--- src/common/ctrl_pkg.sv ---
////////////////////
// Types and constants shared by the pipeline controller blocks
// Pulled in by a wildcard import in each module header
////////////////////
package ctrl_pkg;

  // Main controller FSM states
  typedef enum logic [2:0] {
    RESET,
    BOOT_SET,
    FUNCTIONAL,
    SLEEP,
    DEBUG_TAKEN
  } ctrl_state_e;

  // Debug status, one-hot so each bit backs one status output
  typedef enum logic [2:0] {
    HAVERESET = 3'b001,
    RUNNING   = 3'b010,
    HALTED    = 3'b100
  } dbg_status_e;

  // Source of the next fetch PC
  typedef enum logic [2:0] {
    PC_BOOT,
    PC_JUMP,
    PC_BRANCH,
    PC_EXCEPTION,
    PC_DRET
  } pc_mux_e;

  // Handler kind when pc_mux selects PC_EXCEPTION
  typedef enum logic [1:0] {
    EXC_PC_EXCEPTION,
    EXC_PC_IRQ,
    EXC_PC_DBD
  } exc_pc_mux_e;

  // Debug cause as written to dcsr.cause
  typedef enum logic [2:0] {
    EBREAK  = 3'd1,
    HALTREQ = 3'd3
  } dbg_cause_e;

  // One bit per stage, bit 0 is IF and bit 3 is WB
  typedef logic [3:0] stage_mask_t;
  typedef logic [4:0] irq_id_t;
  // mcause, top bit flags an interrupt
  typedef logic [5:0] csr_cause_t;

  localparam stage_mask_t STAGE_IF = 4'b0001;
  localparam stage_mask_t STAGE_ID = 4'b0010;
  localparam stage_mask_t STAGE_EX = 4'b0100;
  localparam stage_mask_t STAGE_WB = 4'b1000;

  // Synchronous exception causes
  localparam irq_id_t EXC_CAUSE_INSTR_BUS_FAULT = 5'd1;
  localparam irq_id_t EXC_CAUSE_ILLEGAL         = 5'd2;
  localparam irq_id_t EXC_CAUSE_BREAKPOINT      = 5'd3;
  localparam irq_id_t EXC_CAUSE_ECALL_M         = 5'd11;

endpackage

--- src/common/ctrl_event_if.sv ---
////////////////////
// Event and permission levels passed between the controller blocks
// All fields are valid in the cycle they are driven, no handshake
////////////////////
interface ctrl_event_if import ctrl_pkg::*; (input logic clk);

  // Decoded stage events
  logic    exception_wb;
  irq_id_t exc_cause_wb;
  logic    wfi_wb;
  logic    dret_wb;
  logic    ebreak_wb;
  logic    lsu_wb;
  logic    branch_taken_ex;
  logic    jump_taken_id;

  // Debug and interrupt permissions
  logic       pending_debug;
  logic       debug_allowed;
  logic       pending_irq;
  logic       irq_allowed;
  logic       debug_mode;
  dbg_cause_e debug_cause;

  // Main FSM strobes
  logic debug_enter;
  logic debug_exit;
  logic boot_go;

  modport decoder (
    output exception_wb, exc_cause_wb, wfi_wb, dret_wb, ebreak_wb, lsu_wb,
           branch_taken_ex, jump_taken_id
  );

  modport tracker (
    input  clk, ebreak_wb, lsu_wb, debug_enter, debug_exit, boot_go,
    output pending_debug, debug_allowed, pending_irq, irq_allowed, debug_mode, debug_cause
  );

  modport fsm (
    input  clk, exception_wb, exc_cause_wb, wfi_wb, dret_wb, branch_taken_ex, jump_taken_id,
           pending_debug, debug_allowed, pending_irq, irq_allowed, debug_mode,
    output debug_enter, debug_exit, boot_go
  );

endinterface

--- src/hw/ctrl_event_decode.sv ---
////////////////////
// Qualifies raw per-stage flags with the stage valid bits
// Produces the ID, EX and WB events and the WB exception cause
////////////////////
module ctrl_event_decode import ctrl_pkg::*; (
  // WB stage
  input  logic wb_valid_i,
  input  logic wb_fetch_err_i,
  input  logic wb_illegal_i,
  input  logic wb_ecall_i,
  input  logic wb_ebreak_i,
  input  logic wb_wfi_i,
  input  logic wb_dret_i,
  input  logic wb_lsu_i,

  // EX stage
  input  logic ex_valid_i,
  input  logic ex_branch_i,
  input  logic ex_branch_taken_i,

  // ID stage
  input  logic id_valid_i,
  input  logic id_jump_i,
  input  logic jr_stall_i,

  ctrl_event_if.decoder ev
);

  //////////////////////
  // WB events
  //////////////////////

  // Any synchronous exception source on a live instruction
  assign ev.exception_wb = wb_valid_i &&
                           (wb_fetch_err_i || wb_illegal_i || wb_ecall_i || wb_ebreak_i);

  // Cause priority follows the order a fault is detected
  always_comb begin
    if (wb_fetch_err_i) begin
      ev.exc_cause_wb = EXC_CAUSE_INSTR_BUS_FAULT;
    end else if (wb_illegal_i) begin
      ev.exc_cause_wb = EXC_CAUSE_ILLEGAL;
    end else if (wb_ecall_i) begin
      ev.exc_cause_wb = EXC_CAUSE_ECALL_M;
    end else begin
      ev.exc_cause_wb = EXC_CAUSE_BREAKPOINT;
    end
  end

  assign ev.wfi_wb    = wb_valid_i && wb_wfi_i;
  assign ev.dret_wb   = wb_valid_i && wb_dret_i;
  assign ev.ebreak_wb = wb_valid_i && wb_ebreak_i;
  // LSU op in WB still waits for its response
  assign ev.lsu_wb    = wb_valid_i && wb_lsu_i;

  //////////////////////
  // EX and ID events
  //////////////////////

  // Branch resolved taken in EX
  assign ev.branch_taken_ex = ex_valid_i && ex_branch_i && ex_branch_taken_i;

  // Jump target is only usable once the register operand is ready
  assign ev.jump_taken_id = id_valid_i && id_jump_i && !jr_stall_i;

endmodule

--- src/hw/ctrl_debug_tracker.sv ---
////////////////////
// Debug mode, sticky debug request and outstanding data request tracking
// Derives the pending and allowed flags and runs the debug status FSM
////////////////////
module ctrl_debug_tracker import ctrl_pkg::*; (
  input  logic clk,
  input  logic rst_n,

  input  logic debug_req_i,
  input  logic debug_ebreakm_i,
  input  logic irq_req_i,
  input  logic data_req_i,
  input  logic ex_done_i,

  ctrl_event_if.tracker ev,

  output logic debug_havereset_o,
  output logic debug_running_o,
  output logic debug_halted_o
);

  logic        debug_mode_q;
  logic        debug_req_q;
  // Data request issued while its instruction is still in EX
  logic        data_req_q;
  logic        ebreak_to_debug;
  dbg_status_e status_cs;
  dbg_status_e status_ns;

  always_ff @(posedge clk or negedge rst_n) begin
    if (!rst_n) begin
      debug_mode_q <= 1'b0;
      debug_req_q  <= 1'b0;
      data_req_q   <= 1'b0;
      status_cs    <= HAVERESET;
    end else begin
      // Entry wins, exit only comes from inside debug mode anyway
      if (ev.debug_enter) begin
        debug_mode_q <= 1'b1;
      end else if (ev.debug_exit) begin
        debug_mode_q <= 1'b0;
      end
      // Hold a short request pulse until debug mode is reached
      if (debug_req_i) begin
        debug_req_q <= 1'b1;
      end else if (debug_mode_q) begin
        debug_req_q <= 1'b0;
      end
      if (data_req_i && !ex_done_i) begin
        data_req_q <= 1'b1;
      end else if (ex_done_i) begin
        data_req_q <= 1'b0;
      end
      status_cs <= status_ns;
    end
  end

  assign ebreak_to_debug = ev.ebreak_wb && debug_ebreakm_i;

  assign ev.debug_mode    = debug_mode_q;
  assign ev.pending_debug = !debug_mode_q && (debug_req_i || debug_req_q || ebreak_to_debug);
  // No kill while an LSU transfer is in flight
  assign ev.debug_allowed = !ev.lsu_wb && !data_req_q;
  assign ev.pending_irq   = irq_req_i && !debug_mode_q;
  assign ev.irq_allowed   = !ev.lsu_wb && !data_req_q && !debug_mode_q;
  assign ev.debug_cause   = (ebreak_to_debug && !debug_mode_q) ? EBREAK : HALTREQ;

  //////////////////////
  // Debug status FSM
  //////////////////////
  always_comb begin
    status_ns = status_cs;
    case (status_cs)
      HAVERESET: begin
        if (ev.debug_enter) begin
          status_ns = HALTED;
        end else if (ev.boot_go) begin
          status_ns = RUNNING;
        end
      end
      RUNNING: begin
        if (ev.debug_enter) status_ns = HALTED;
      end
      HALTED: begin
        if (ev.debug_exit) status_ns = RUNNING;
      end
      default: status_ns = HAVERESET;
    endcase
  end

  assign debug_havereset_o = (status_cs == HAVERESET);
  assign debug_running_o   = (status_cs == RUNNING);
  assign debug_halted_o    = (status_cs == HALTED);

endmodule

--- src/ctrl_fsm/ctrl_main_fsm.sv ---
////////////////////
// Main pipeline controller FSM
// Drives PC selection, stage halts and kills, and CSR save and restore
////////////////////
module ctrl_main_fsm import ctrl_pkg::*; (
  input  logic        clk,
  input  logic        rst_n,

  input  logic        fetch_enable_i,
  input  irq_id_t     irq_id_i,
  input  logic        irq_wakeup_i,
  input  logic        mtvec_vectored_i,
  input  logic        wb_valid_i,
  input  logic        ex_valid_i,
  input  logic        id_valid_i,

  ctrl_event_if.fsm   ev,

  output logic        instr_req_o,
  output logic        ctrl_busy_o,
  output logic        pc_set_o,
  output pc_mux_e     pc_mux_o,
  output exc_pc_mux_e exc_pc_mux_o,
  output irq_id_t     exc_vec_idx_o,
  output stage_mask_t halt_o,
  output stage_mask_t kill_o,
  output stage_mask_t csr_save_o,
  output logic        csr_save_cause_o,
  output csr_cause_t  csr_cause_o,
  output logic        csr_restore_dret_o,
  output logic        irq_ack_o,
  output irq_id_t     irq_id_o,
  output logic        debug_csr_save_o
);

  ctrl_state_e state_cs;
  ctrl_state_e state_ns;
  // Oldest stage holding a valid instruction, IF as fallback
  stage_mask_t oldest_stage;
  // Id of the interrupt taken this cycle
  irq_id_t     exc_cause;

  always_ff @(posedge clk or negedge rst_n) begin
    if (!rst_n) begin
      state_cs <= RESET;
    end else begin
      state_cs <= state_ns;
    end
  end

  always_comb begin
    if (wb_valid_i) begin
      oldest_stage = STAGE_WB;
    end else if (ex_valid_i) begin
      oldest_stage = STAGE_EX;
    end else if (id_valid_i) begin
      oldest_stage = STAGE_ID;
    end else begin
      oldest_stage = STAGE_IF;
    end
  end

  // Vectored mode jumps to base plus 4 times the id
  assign exc_vec_idx_o = mtvec_vectored_i ? exc_cause : '0;

  always_comb begin
    state_ns           = state_cs;
    instr_req_o        = 1'b1;
    ctrl_busy_o        = 1'b1;
    pc_set_o           = 1'b0;
    pc_mux_o           = PC_BOOT;
    exc_pc_mux_o       = EXC_PC_EXCEPTION;
    exc_cause          = '0;
    halt_o             = '0;
    kill_o             = '0;
    csr_save_o         = '0;
    csr_save_cause_o   = 1'b0;
    csr_cause_o        = '0;
    csr_restore_dret_o = 1'b0;
    irq_ack_o          = 1'b0;
    irq_id_o           = '0;
    debug_csr_save_o   = 1'b0;
    ev.debug_enter     = 1'b0;
    ev.debug_exit      = 1'b0;
    ev.boot_go         = 1'b0;

    case (state_cs)
      RESET: begin
        instr_req_o = 1'b0;
        if (fetch_enable_i) state_ns = BOOT_SET;
      end
      // One cycle boot PC load, keeps fetch_enable_i off the PC path
      BOOT_SET: begin
        pc_set_o   = 1'b1;
        pc_mux_o   = PC_BOOT;
        ev.boot_go = 1'b1;
        state_ns   = FUNCTIONAL;
      end
      FUNCTIONAL: begin
        if (ev.pending_debug) begin
          if (ev.debug_allowed) begin
            halt_o   = '1;
            state_ns = DEBUG_TAKEN;
          end else begin
            // Hold ID so a bubble reaches WB
            halt_o = STAGE_ID;
          end
        end else if (ev.pending_irq) begin
          if (ev.irq_allowed) begin
            kill_o           = '1;
            pc_set_o         = 1'b1;
            pc_mux_o         = PC_EXCEPTION;
            exc_pc_mux_o     = EXC_PC_IRQ;
            exc_cause        = irq_id_i;
            irq_ack_o        = 1'b1;
            irq_id_o         = irq_id_i;
            csr_save_o       = oldest_stage;
            csr_save_cause_o = 1'b1;
            csr_cause_o      = {1'b1, irq_id_i};
          end else begin
            halt_o = STAGE_ID;
          end
        end else if (ev.exception_wb) begin
          kill_o       = '1;
          pc_set_o     = 1'b1;
          pc_mux_o     = PC_EXCEPTION;
          exc_pc_mux_o = EXC_PC_EXCEPTION;
          csr_save_o   = STAGE_WB;
          // mcause is left alone inside debug mode
          csr_save_cause_o = !ev.debug_mode;
          csr_cause_o      = {1'b0, ev.exc_cause_wb};
        end else if (ev.wfi_wb) begin
          // wfi is a nop in debug mode, EX may still drain into WB
          if (!ev.debug_mode) begin
            halt_o      = STAGE_IF | STAGE_ID;
            instr_req_o = 1'b0;
            state_ns    = SLEEP;
          end
        end else if (ev.dret_wb && ev.debug_mode) begin
          kill_o             = STAGE_IF | STAGE_ID | STAGE_EX;
          pc_set_o           = 1'b1;
          pc_mux_o           = PC_DRET;
          csr_restore_dret_o = 1'b1;
          ev.debug_exit      = 1'b1;
        end else if (ev.branch_taken_ex) begin
          kill_o   = STAGE_IF | STAGE_ID;
          pc_set_o = 1'b1;
          pc_mux_o = PC_BRANCH;
        end else if (ev.jump_taken_id) begin
          kill_o   = STAGE_IF;
          pc_set_o = 1'b1;
          pc_mux_o = PC_JUMP;
        end
      end
      SLEEP: begin
        ctrl_busy_o = 1'b0;
        instr_req_o = 1'b0;
        // Holding WB stalls everything behind it
        halt_o = STAGE_WB;
        if (irq_wakeup_i || ev.pending_debug) state_ns = FUNCTIONAL;
      end
      DEBUG_TAKEN: begin
        kill_o           = '1;
        pc_set_o         = 1'b1;
        pc_mux_o         = PC_EXCEPTION;
        exc_pc_mux_o     = EXC_PC_DBD;
        // dpc from the oldest live instruction
        csr_save_o       = oldest_stage;
        debug_csr_save_o = 1'b1;
        ev.debug_enter   = 1'b1;
        state_ns         = FUNCTIONAL;
      end
      default: begin
        instr_req_o = 1'b0;
        state_ns    = RESET;
      end
    endcase
  end

endmodule

--- src/hw/ctrl_top.sv ---
////////////////////
// Pipeline controller top level with plain ports
// Joins the event decoder, debug tracker and main FSM over one event interface
////////////////////
module ctrl_top import ctrl_pkg::*; (
  input  logic        clk,
  input  logic        rst_n,

  // Core control and interrupt controller
  input  logic        fetch_enable_i,
  input  logic        irq_req_i,
  input  irq_id_t     irq_id_i,
  input  logic        irq_wakeup_i,
  input  logic        mtvec_vectored_i,
  input  logic        debug_req_i,
  input  logic        debug_ebreakm_i,
  input  logic        data_req_i,
  input  logic        ex_done_i,

  // Pipeline stage flags
  input  logic        wb_valid_i,
  input  logic        wb_fetch_err_i,
  input  logic        wb_illegal_i,
  input  logic        wb_ecall_i,
  input  logic        wb_ebreak_i,
  input  logic        wb_wfi_i,
  input  logic        wb_dret_i,
  input  logic        wb_lsu_i,
  input  logic        ex_valid_i,
  input  logic        ex_branch_i,
  input  logic        ex_branch_taken_i,
  input  logic        id_valid_i,
  input  logic        id_jump_i,
  input  logic        jr_stall_i,

  // Controller outputs
  output logic        instr_req_o,
  output logic        ctrl_busy_o,
  output logic        pc_set_o,
  output pc_mux_e     pc_mux_o,
  output exc_pc_mux_e exc_pc_mux_o,
  output irq_id_t     exc_vec_idx_o,
  output stage_mask_t halt_o,
  output stage_mask_t kill_o,
  output stage_mask_t csr_save_o,
  output logic        csr_save_cause_o,
  output csr_cause_t  csr_cause_o,
  output logic        csr_restore_dret_o,
  output logic        irq_ack_o,
  output irq_id_t     irq_id_o,
  output logic        debug_csr_save_o,

  // Debug status
  output logic        debug_mode_o,
  output dbg_cause_e  debug_cause_o,
  output logic        debug_havereset_o,
  output logic        debug_running_o,
  output logic        debug_halted_o
);

  ctrl_event_if u_ev (.clk(clk));

  ctrl_event_decode u_decode (
    .wb_valid_i, .wb_fetch_err_i, .wb_illegal_i, .wb_ecall_i, .wb_ebreak_i,
    .wb_wfi_i, .wb_dret_i, .wb_lsu_i,
    .ex_valid_i, .ex_branch_i, .ex_branch_taken_i,
    .id_valid_i, .id_jump_i, .jr_stall_i,
    .ev (u_ev.decoder)
  );

  ctrl_debug_tracker u_tracker (
    .clk, .rst_n,
    .debug_req_i, .debug_ebreakm_i, .irq_req_i, .data_req_i, .ex_done_i,
    .ev (u_ev.tracker),
    .debug_havereset_o, .debug_running_o, .debug_halted_o
  );

  ctrl_main_fsm u_fsm (
    .clk, .rst_n,
    .fetch_enable_i, .irq_id_i, .irq_wakeup_i, .mtvec_vectored_i,
    .wb_valid_i, .ex_valid_i, .id_valid_i,
    .ev (u_ev.fsm),
    .instr_req_o, .ctrl_busy_o, .pc_set_o, .pc_mux_o, .exc_pc_mux_o, .exc_vec_idx_o,
    .halt_o, .kill_o, .csr_save_o, .csr_save_cause_o, .csr_cause_o,
    .csr_restore_dret_o, .irq_ack_o, .irq_id_o, .debug_csr_save_o
  );

  // Debug mode and cause come straight off the shared events
  assign debug_mode_o  = u_ev.debug_mode;
  assign debug_cause_o = u_ev.debug_cause;

endmodule

--- config.mk ---
export PLATFORM = sky130hd
export DESIGN_NAME = ctrl_top
export DESIGN_NICKNAME = d
export VERILOG_FILES = /design/src/common/ctrl_pkg.sv /design/src/common/ctrl_event_if.sv /design/src/hw/ctrl_event_decode.sv /design/src/hw/ctrl_debug_tracker.sv /design/src/ctrl_fsm/ctrl_main_fsm.sv /design/src/hw/ctrl_top.sv
export SDC_FILE = /design/constraint.sdc
export NUM_CORES = 1
export LEC_CHECK = 0
export BUFFER_PORTS_ARGS = -buffer_cell sky130_fd_sc_hd__buf_4
export CORE_MARGIN = 8
export CORE_UTILIZATION = 43
export CTS_CLUSTER_DIAMETER = 120
export DETAILED_ROUTE_END_ITERATION = 7
export PLACE_DENSITY = 0.85
export SYNTH_ARGS = -nofsm -noshare
export SYNTH_HDL_FRONTEND = slang
export SYNTH_SLANG_ARGS = --single-unit
--- constraint.sdc ---
create_clock -name clk -period 3.8 [get_ports clk]
set_input_delay 0.57 -clock clk [delete_from_list [all_inputs] [get_ports clk]]
set_output_delay 0.57 -clock clk [all_outputs]
set_load 0.01 [all_outputs]
==> impl_metrics.toml <==
[synthesis]
ys_warn_count = 0
synth_nets = 168
synth_enable_flop_cells = 0
synth_top_area_frac = 0.195
syn_area_um2 = 1020
ys_ff_latch = 9
synthTopCellsByArea = "dfrtp_1 20%, o21ai_0 5.4%, buf_4 5.1%"
synthFlopType = "dfrtp_1"
syn-mean-instance-area_um2 = 7.37
netlist-cell-type-count = 44
synthCells = 139
yosysSeqAreaShare = 0.221
postSynth.asyncResetShare = 1.00
synth_area_leader_cell = "dfrtp_1"

[sta]
slew_headroom = 0.593
clock_skew_ns = 0.00237
worst_pin_slew_ns = 0.610
setup_tns_ns = 0
maxSlewViolCount = 0
post-route-period-util = 0.763
max_freq_ghz = 0.345
hold_viol = 0
rsz0062_at_grt = "no"
fin_crit_ns = 2.90
setup_viol = 0

[setup_path]
critPathBufInv = 1
critPathTopFamily = "simple AND/OR/NAND/NOR gates"
cp-end-kind = "output pin"
cpMaxStageDelayCell = "or3b_1"
required_ns = 3.23
crit_start = "u_fsm.state_cs[1]"
startpoint_type = "register"
arrival_ns = 2.33
rrSetupSlack_ns = 2.09
endpoint = "csr_cause_o[1]"
worstPathCellList = "or3b_1 > a2111oi_4 > and2_1 > o21bai_1 > buf_4"
worstReg2RegEnd = "u_tracker.ev.debug_mode"
rr_startpoint = "u_fsm.state_cs[1]"
slowest_delay_ns = 0.54
reg2regPathDepth = 3
criticalPathCategory = "register to output pin"
crit_cells = 5
crit_path_max_fanout = 13

[die]
dieArea_um2 = 4200
start_util = 0.459
io_pins = 76
die_h_um = 64.8
die_w_um = 64.8
core-area_um2 = 2230
row_count = 17

[clock_network]
clk_pin_slew_ns = 0.06
post_cts_buffers = 0
clock_path_buffers = 2
clkLatencyLatePin_ns = 0.26
hold_buffers = 0
cts_buffers = 3
cts-resized-gates = 0
cts_root_buffer = "clkbuf_4"
cts_sinks = 9
cts_tree = "done"
htree_levels = 1

[drt]
final_antenna_net_count = 0
drc_errors = 0
drt_iter0_markers = 44
drt_wl_total_um = 3700
vias = 1300
wl_per_cell_um = 15.9
first_pass_iters = 4
via_per_inst = 5.60

[outcome]
status = "finished, final reports clean"

[global_routing]
antenna_found_initial = 0
grt_pass1_wl_um = 5870
first_global_vias = 1317
overflow = 0
grt_max_degree = 17
track_usage = 0.168

[pwr]
p_total_uw = 780
cellLeakagePower_nw = 0.792
ir_drop_mv = 0.529
powerDensity_nw_per_um2 = 502

[placed_design]
dp_hpwl_um = 3200
placement.io_buffers = 73
gp_congestion = 0.805

[final_layout]
nNetsFinal = 234
antennaDiodeCount = 0
utilization = 0.695
drive_gt1_frac = 0.397
area_growth_pct = 51.4

[worst_hold_path]
hold_path.class = "input pin to asynchronous set/reset pin"

[job]
drv_cap = 0
## layout by cell type (no fill, tap or decap), types with 2 or more instances in the layout
| cell | instances |
|---|---|
| a21oi_1 | 7 |
| nor4_1 | 2 |
| nor3_1 | 6 |
| mux2i_1 | 2 |
| buf_4 | 73 |
| nand4_1 | 3 |
| nand2_1 | 11 |
| o21a_1 | 2 |
| nor3b_1 | 5 |
| a311oi_1 | 2 |
| conb_1 | 2 |
| inv_1 | 5 |
| dfrtp_1 | 8 |
| a31oi_1 | 2 |
| nor2_1 | 11 |
| o21ai_0 | 11 |
| nand2b_1 | 2 |
| and3_1 | 5 |
| clkbuf_4 | 3 |
| nor2b_1 | 4 |
| and2_1 | 7 |
| o21bai_1 | 3 |
| a21o_1 | 2 |
| nand3_1 | 7 |
## worst min path at each step
stage	slack, ns	to	depth (start not counted)
floorplan	0.27	u_fsm.state_cs[0]	0
global placement	0.40	u_tracker.data_req_q	1
detailed placement	0.40	u_tracker.debug_req_q	1
CTS	0.12	u_tracker.ev.debug_mode	1
global route	0.12	u_tracker.data_req_q	1
finish	0.12	u_fsm.state_cs[1]	1
## layer usage
layer  up-vias  GRT usage  wire, um
li1        636          -         -
met1       594      0.180      1460
met2        68      0.299      1820
met3         2     0.0825       405
met4         0     0.0163        12
met5         -          0         0
## cell type report
class	count	area, um^2
clock buffer	4	26.3
inverter	6	22.5
multi-input combinational	112	693
fill	185	682
timing repair buffer	73	548
sequential	9	226
tap	28	35.0
## cell families after synthesis
logic type,count (synthesis),share of synthesized area
AND/OR/NAND/NOR,68,0.366
multiplexers,2,0.0195
flip-flops,9,0.221
other,2,0.00733
XOR/XNOR,1,0.00855
AO/OA/AOI/OAI,39,0.275
buffers and inverters,18,0.103
## through the flow
step	cell area [um^2]	cells	setup WS, ns	hold slack (ns)
after floorplan	1020	139	1.27	0.274
after global placement	1530	228	0.991	0.395
after detailed placement	1530	228	0.909	0.397
after CTS	1550	232	0.895	0.122
after global routing	1550	232	0.737	0.118
final	1550	232	0.902	0.123
## cells in the mapped netlist, drive strengths merged, types with 4 or more instances
library cell	number
nor3b	5
and3	5
o21ai	11
nor2	12
nand2	11
and2	7
dfrtp	8
a21oi	7
nor2b	4
buf	11
inv	5
nor3	6
nand3	7
## power by group
group	total (mW)	internal (mW)	switching, mW
registers	0.176	0.126	0.0498
logic	0.531	0.247	0.285
clock network	0.0724	0.0404	0.0321
## sequential cells by signal, summed over array words and instances, names as in the netlist
| signal | cells |
|---|---|
| u_tracker.ev.debug_mode | 1 |
| u_fsm.state_cs | 3 |
| u_tracker.data_req_q | 1 |
| u_tracker.status_cs | 3 |
| u_tracker.debug_req_q | 1 |
Note: power is estimated with default switching activity, not from simulation.
